## src/logic/store_macros.svh

```systemverilog
`ifndef STORE_MACROS_SVH
`define STORE_MACROS_SVH

// Store buffer entries, power of two
`define SB_DEPTH 4

// Must equal log2 of SB_DEPTH
`define SB_IDX_W 2

// Data SRAM size in 32-bit words
`define DMEM_WORDS 64

`endif
```

## src/logic/store_pkg.sv

```systemverilog
`include "store_macros.svh"

package store_pkg;

    // S-type layout, msb first
    typedef struct packed {
        logic [6:0] imm_hi;
        logic [4:0] rs2;
        logic [4:0] rs1;
        logic [2:0] funct3;
        logic [4:0] imm_lo;
        logic [6:0] opcode;
    } s_type_t;

    // Same store word, raw or decoded
    typedef union packed {
        logic [31:0] raw;
        s_type_t     fields;
    } store_instr_u;

    // Encoding follows funct3[1:0] of SB/SH/SW
    typedef enum logic [1:0] {
        SIZE_B = 2'b00,
        SIZE_H = 2'b01,
        SIZE_W = 2'b10
    } store_size_e;

    // Store buffer slot, handed to the ROB at enqueue
    typedef logic [`SB_IDX_W-1:0] sb_idx_t;

endpackage

```

## src/logic/store_path_top.sv

```systemverilog
module store_path_top (
    input  logic                    clk_i,
    input  logic                    rstn_i,

    input  logic                    store_valid_i,
    input  store_pkg::store_instr_u store_instr_i,
    input  logic [31:0]             rs1_val_i,
    input  logic [31:0]             rs2_val_i,
    output store_pkg::sb_idx_t      alloc_idx_o,
    output logic                    full_o,

    input  logic                    commit_i,
    input  store_pkg::sb_idx_t      commit_idx_i,
    input  logic                    discard_i,
    input  store_pkg::sb_idx_t      discard_idx_i,

    input  logic                    mem_stall_i,
    input  logic [31:0]             dbg_addr_i,
    output logic [31:0]             dbg_data_o
);

    logic        agu_valid;
    logic [31:0] agu_addr;
    logic [31:0] agu_data;
    logic [3:0]  agu_strb;

    logic        mem_req_valid;
    logic        mem_req_ready;
    logic [31:0] mem_addr;
    logic [31:0] mem_wdata;
    logic [3:0]  mem_strb;
    logic        mem_rsp_valid;
    logic        mem_rsp_ready;

    store_agu u_agu (
        .store_valid_i (store_valid_i),
        .store_instr_i (store_instr_i),
        .rs1_val_i     (rs1_val_i),
        .rs2_val_i     (rs2_val_i),
        .agu_valid_o   (agu_valid),
        .agu_addr_o    (agu_addr),
        .agu_data_o    (agu_data),
        .agu_strb_o    (agu_strb)
    );

    store_buffer u_store_buffer (
        .clk_i         (clk_i),
        .rstn_i        (rstn_i),
        .valid_i       (agu_valid),
        .addr_i        (agu_addr),
        .data_i        (agu_data),
        .strb_i        (agu_strb),
        .alloc_idx_o   (alloc_idx_o),
        .commit_i      (commit_i),
        .commit_idx_i  (commit_idx_i),
        .discard_i     (discard_i),
        .discard_idx_i (discard_idx_i),
        .full_o        (full_o),
        .req_valid_o   (mem_req_valid),
        .req_ready_i   (mem_req_ready),
        .addr_o        (mem_addr),
        .data_wr_o     (mem_wdata),
        .strb_o        (mem_strb),
        .rsp_valid_i   (mem_rsp_valid),
        .rsp_ready_o   (mem_rsp_ready)
    );

    data_sram u_data_sram (
        .clk_i       (clk_i),
        .rstn_i      (rstn_i),
        .req_valid_i (mem_req_valid),
        .req_ready_o (mem_req_ready),
        .addr_i      (mem_addr),
        .wdata_i     (mem_wdata),
        .strb_i      (mem_strb),
        .rsp_valid_o (mem_rsp_valid),
        .rsp_ready_i (mem_rsp_ready),
        .stall_i     (mem_stall_i),
        .dbg_addr_i  (dbg_addr_i),
        .dbg_data_o  (dbg_data_o)
    );

endmodule

```

## src/logic/data_sram.sv

```systemverilog
`include "store_macros.svh"

module data_sram (
    input  logic        clk_i,
    input  logic        rstn_i,

    input  logic        req_valid_i,
    output logic        req_ready_o,
    input  logic [31:0] addr_i,
    input  logic [31:0] wdata_i,
    input  logic [3:0]  strb_i,

    output logic        rsp_valid_o,
    input  logic        rsp_ready_i,

    input  logic        stall_i,

    input  logic [31:0] dbg_addr_i,
    output logic [31:0] dbg_data_o
);
    localparam int WORD_AW = $clog2(`DMEM_WORDS);

    logic [31:0]        mem_q [`DMEM_WORDS];
    logic               pending_q;
    logic               accept;
    logic [WORD_AW-1:0] wr_idx;
    logic [WORD_AW-1:0] dbg_idx;

    // Byte addresses in, word index into the array
    assign wr_idx  = addr_i[WORD_AW+1:2];
    assign dbg_idx = dbg_addr_i[WORD_AW+1:2];

    // One write in flight at a time
    assign req_ready_o = !pending_q && !stall_i;
    assign accept      = req_valid_i && req_ready_o;
    assign rsp_valid_o = pending_q;

    assign dbg_data_o = mem_q[dbg_idx];

    always_ff @(posedge clk_i or negedge rstn_i) begin
        if (!rstn_i) begin
            for (int i = 0; i < `DMEM_WORDS; i++) begin
                mem_q[i] <= '0;
            end
        end else if (accept) begin
            for (int b = 0; b < 4; b++) begin
                if (strb_i[b]) begin
                    mem_q[wr_idx][8*b +: 8] <= wdata_i[8*b +: 8];
                end
            end
        end
    end

    always_ff @(posedge clk_i or negedge rstn_i) begin
        if (!rstn_i) begin
            pending_q <= 1'b0;
        end else if (accept) begin
            pending_q <= 1'b1;
        end else if (rsp_ready_i) begin
            pending_q <= 1'b0;
        end
    end

endmodule

```

## src/logic/store_buffer.sv

```systemverilog
`include "store_macros.svh"

module store_buffer (
    input  logic               clk_i,
    input  logic               rstn_i,

    input  logic               valid_i,
    input  logic [31:0]        addr_i,
    input  logic [31:0]        data_i,
    input  logic [3:0]         strb_i,
    output store_pkg::sb_idx_t alloc_idx_o,

    input  logic               commit_i,
    input  store_pkg::sb_idx_t commit_idx_i,
    input  logic               discard_i,
    input  store_pkg::sb_idx_t discard_idx_i,
    output logic               full_o,

    output logic               req_valid_o,
    input  logic               req_ready_i,
    output logic [31:0]        addr_o,
    output logic [31:0]        data_wr_o,
    output logic [3:0]         strb_o,

    input  logic               rsp_valid_i,
    output logic               rsp_ready_o
);
    import store_pkg::*;

    logic [31:0] addr_q [`SB_DEPTH];
    logic [31:0] data_q [`SB_DEPTH];
    logic [3:0]  strb_q [`SB_DEPTH];

    logic [`SB_DEPTH-1:0] valid_q, valid_d;
    logic [`SB_DEPTH-1:0] committed_q, committed_d;
    logic [`SB_DEPTH-1:0] discard_q, discard_d;
    logic [`SB_DEPTH-1:0] in_flight_q, in_flight_d;

    sb_idx_t head_q, head_d;
    sb_idx_t tail_q, tail_d;

    logic head_issue;
    logic head_drop;
    logic head_done;

    // Head may go to memory only once, and only if committed and kept
    assign head_issue = valid_q[head_q] && committed_q[head_q] &&
                        !discard_q[head_q] && !in_flight_q[head_q];
    assign head_drop  = valid_q[head_q] && discard_q[head_q] && !in_flight_q[head_q];
    assign head_done  = rsp_valid_i && rsp_ready_o;

    assign req_valid_o = head_issue;
    assign addr_o      = addr_q[head_q];
    assign data_wr_o   = data_q[head_q];
    assign strb_o      = strb_q[head_q];
    assign rsp_ready_o = in_flight_q[head_q];

    assign alloc_idx_o = tail_q;
    assign full_o      = (tail_q == head_q) && valid_q[head_q];

    always_ff @(posedge clk_i) begin
        if (valid_i) begin
            addr_q[tail_q] <= addr_i;
            data_q[tail_q] <= data_i;
            strb_q[tail_q] <= strb_i;
        end
    end

    always_comb begin
        valid_d     = valid_q;
        committed_d = committed_q;
        discard_d   = discard_q;
        in_flight_d = in_flight_q;
        head_d      = head_q;
        tail_d      = tail_q;

        if (valid_i) begin
            valid_d[tail_q]     = 1'b1;
            committed_d[tail_q] = 1'b0;
            discard_d[tail_q]   = 1'b0;
            in_flight_d[tail_q] = 1'b0;
            tail_d              = tail_q + 1'b1;
        end

        // ROB marks only entries already held
        if (commit_i && valid_q[commit_idx_i]) begin
            committed_d[commit_idx_i] = 1'b1;
        end
        if (discard_i && valid_q[discard_idx_i]) begin
            discard_d[discard_idx_i] = 1'b1;
        end

        if (head_issue && req_ready_i) begin
            in_flight_d[head_q] = 1'b1;
        end

        // Retire on write response, or drop a discarded head right away
        if (head_done || head_drop) begin
            valid_d[head_q]     = 1'b0;
            in_flight_d[head_q] = 1'b0;
            head_d              = head_q + 1'b1;
        end
    end

    always_ff @(posedge clk_i or negedge rstn_i) begin
        if (!rstn_i) begin
            valid_q     <= '0;
            committed_q <= '0;
            discard_q   <= '0;
            in_flight_q <= '0;
            head_q      <= '0;
            tail_q      <= '0;
        end else begin
            valid_q     <= valid_d;
            committed_q <= committed_d;
            discard_q   <= discard_d;
            in_flight_q <= in_flight_d;
            head_q      <= head_d;
            tail_q      <= tail_d;
        end
    end

endmodule

```

## src/logic/store_agu.sv

```systemverilog
module store_agu (
    input  logic                    store_valid_i,
    input  store_pkg::store_instr_u store_instr_i,
    input  logic [31:0]             rs1_val_i,
    input  logic [31:0]             rs2_val_i,
    output logic                    agu_valid_o,
    output logic [31:0]             agu_addr_o,
    output logic [31:0]             agu_data_o,
    output logic [3:0]              agu_strb_o
);
    import store_pkg::*;

    logic [31:0] imm;
    logic [31:0] eff_addr;
    logic [1:0]  lane;
    store_size_e store_size;

    // Split S-type immediate, sign extended
    assign imm = {{20{store_instr_i.fields.imm_hi[6]}},
                  store_instr_i.fields.imm_hi,
                  store_instr_i.fields.imm_lo};

    assign eff_addr = rs1_val_i + imm;
    assign lane     = eff_addr[1:0];

    always_comb begin
        case (store_instr_i.fields.funct3)
            3'b000:  store_size = SIZE_B;
            3'b001:  store_size = SIZE_H;
            default: store_size = SIZE_W;
        endcase
    end

    // Move rs2 up to its byte lane, strobes mark the bytes written
    always_comb begin
        agu_data_o = rs2_val_i << {lane, 3'b000};
        case (store_size)
            SIZE_B:  agu_strb_o = 4'b0001 << lane;
            SIZE_H:  agu_strb_o = 4'b0011 << lane;
            default: agu_strb_o = 4'b1111;
        endcase
    end

    assign agu_valid_o = store_valid_i;
    assign agu_addr_o  = {eff_addr[31:2], 2'b00};

endmodule

```

## config.mk

```make
export PLATFORM = sky130hd
export DESIGN_NAME = store_path_top
export DESIGN_NICKNAME = d
export VERILOG_FILES = /design/src/logic/store_pkg.sv /design/src/logic/store_path_top.sv /design/src/logic/data_sram.sv /design/src/logic/store_buffer.sv /design/src/logic/store_agu.sv
export VERILOG_INCLUDE_DIRS = /design/src /design/src/logic
export SDC_FILE = /design/constraint.sdc
export NUM_CORES = 2
export LEC_CHECK = 0
export ABC_CLOCK_PERIOD_IN_PS = 5000
export BUFFER_PORTS_ARGS = -buffer_cell sky130_fd_sc_hd__buf_2
export CAP_MARGIN = 20
export CORE_MARGIN = 1
export CORE_UTILIZATION = 62
export CTS_BUF_LIST = sky130_fd_sc_hd__clkbuf_4 sky130_fd_sc_hd__clkbuf_8
export CTS_CLUSTER_SIZE = 30
export DETAILED_ROUTE_END_ITERATION = 7
export GPL_TIMING_DRIVEN = 1
export PLACE_DENSITY = 0.88
export SLEW_MARGIN = 30
export SYNTH_ARGS = -nofsm -noshare
export SYNTH_HDL_FRONTEND = slang
export SYNTH_HIERARCHICAL = 1
export SYNTH_SLANG_ARGS = --single-unit
```

## constraint.sdc

```tcl
create_clock -name clk_i -period 5 [get_ports clk_i]
set_input_delay 0 -clock clk_i [delete_from_list [all_inputs] [get_ports clk_i]]
set_output_delay 0 -clock clk_i [all_outputs]
set_load 0.005 [all_outputs]
```

==> impl_metrics.csv <==
group,metric,value,unit
outcome,status,"complete, no violations",
die,die_x,405,µm
place,placed_cell_area,104000,µm²
global_routing,grt_pass1_wl,430000,µm
cts,post_cts_buffers,0,
pwr,power_switching,16.5,mW
die,dieArea,164000,µm²
global_routing,grt_use_total,35.9,%
setup_path,arrival,5.48,ns
synth,yosysWarningCount,6,
sta,drv_slew,0,
place,port_buffers,101,
setup_path,ff2ff_setup_slack,0.43,ns
layout,layout_common_cells,"2067 x dfrtp_1, 1776 x mux2_2, 544 x mux4_2, 448 x clkbuf_8, 295 x mux2_1",
setup_path,crit_type,"reg -> reg",
sta,setup_tns,0,ns
pwr,leakage,54.6,nW
layout,num-nets-final,6868,
pwr,pwr_density_cell,453,nW/µm²
cts,worstSkewPairLatency,1.08,ns
cts,numCtsBuffers,359,
layout,post-route-util,70.1,%
global_routing,overflow,0,
synth,synthCells,6359,
drt,drt-initial-drc-count,6872,
cts,cts_max_level,5,
place,dp_hpwl,176000,µm
sta,final.period_utilization,91.3,%
cts,clock_path_buffers,4,
synth,syn_nets,6514,
setup_path,cp.required,5.91,ns
place,post-place-ws,0.754,ns
sta,worst_slack,0.433,ns
sta,period_needed,4.57,ns
cts,clockRootBuffer,"clkbuf_8",
die,core_area,161000,µm²
pwr,combPwrFrac,23.7,%
layout,drive_gt1_share,48.2,%
flow_run,max_cap_violations,0,
sta,whs,0.0985,ns
pwr,clockPowerShare,31.8,%
setup_path,crit_fanout,28,
die,initial_core_util,62.6,%
global_routing,antenna_found_initial,27,
sta,setup_viol,0,
global_routing,grt_start_max_net_pins,190,
layout,final_cell_count_no_fill,9150,
layout,finalInstanceArea,113000,µm²
drt,drt_pre_antenna_iters,8,
layout,area_growth,11.9,%
pwr,power,51.1,mW
global_routing,met2_usage,52.6,%
die,die_h,405,µm
synth,synth_area,101000,µm²
drt,detail-route-antenna-nets,0,
pwr,switching_share,32.4,%
drt,vias_per_cell,6.82,
drt,drcViolationCount,0,
synth,syn_area_per_cell,15.8,µm²
sta,skew,0.0896,ns
place,place_inst,8389,
drt,drt-total-wl,288000,µm
drt,routedWlPerCell,31.5,µm
sta,worst_pin_slew,1.17,ns
die,fp-row-count,147,
pwr,ir_drop,0.637,mV
sta,rsz0062_at_grt,"false",
hold_path,hold_class,"in -> reg",
global_routing,met3_usage,12.4,%
global_routing,grt_pass1_vias,66500,
setup_path,endpoint_kind,"flip-flop",
setup_path,start_kind,"flip-flop",
layout,final_common_cell,"dfrtp_1",
global_routing,top_usage_layer,"met2",
pwr,seq_power_share,44.4,%
sta,slew_headroom,22.1,%
global_routing,met1_usage,45.2,%
place,place_congestion,0.923,
drt,vias,62400,
die,ios,173,
sta,fmax,219,MHz
sta,finalHoldViolCount,0,
cts,cts_tree,"built",
cts,clk_pin_slew,0.08,ns
cts,cts_num_sinks,2237,
pwr,p_int,34.6,mW
[routing by layer]
| metal | vias up | wire length, µm |
|---|---|---|
| met5 | - | 201 |
| met4 | 32 | 21800 |
| met3 | 1074 | 31600 |
| met2 | 3587 | 131000 |
| met1 | 33100 | 103000 |
| li1 | 24700 | - |
[sequential cells by signal, indices dropped and copies added, names as in the netlist, 4 cells and up]
name and flops:
u_store_buffer/valid_q 4, u_store_buffer/strb_q 16, u_store_buffer/in_flight_q 4, u_store_buffer/committed_q 4
u_store_buffer/addr_q 24, u_data_sram/mem_q 2048, u_store_buffer/discard_q 4, u_store_buffer/data_q 128
[critical path: stages (launching register included)]
cell,delay (ns)
dfrtp_4,0.81
mux4_2,0.67
and4bb_2,0.50
and2_1,0.35
nand2_1,0.66
nor2_1,0.98
mux2_2,0.43
[timing repair]
item	CTS	global route
gates resized for setup	0	0
hold endpoints to repair	2018	0
hold buffers	121	0
[worst paths after layout]
kind | startpoint | endpoint | cells past startpoint
setup / recovery | u_store_buffer/head_q[0] | u_data_sram/mem_q[279] | 6
hold / removal | rs2_val_i[14] | u_store_buffer/data_q[2][14] | 4
setup reg to reg | u_store_buffer/head_q[0] | u_data_sram/mem_q[279] | 6
hold reg to reg | u_data_sram/mem_q[1195] | u_data_sram/mem_q[1195] | 1
max in group asynchronous | rstn_i | u_data_sram/mem_q[1468] | 5
min in group asynchronous | rstn_i | u_data_sram/mem_q[1665] | 4
[power groups by stage]
stage	Clock [mW]	Combinational [mW]	Sequential, mW
2_1_floorplan	0	7.69	22.3
3_3_place_gp	0	10.9	22.6
3_5_place_dp	0	11.4	22.9
4_1_cts	16.3	11.7	22.6
5_1_grt	17.2	12.6	23.0
6_report	16.3	12.1	22.7
[layout make-up]
class,count,area [µm²]
clock buffers,574,7110
inverters,15,66.3
clock inverters,40,290
diodes,24,60.1
fillers,9598,48200
well taps,2160,2700
repair buffers,463,3880
multi-input cells,3637,41800
flip-flops and latches,2237,56800
(Power assumes the default switching activity.)
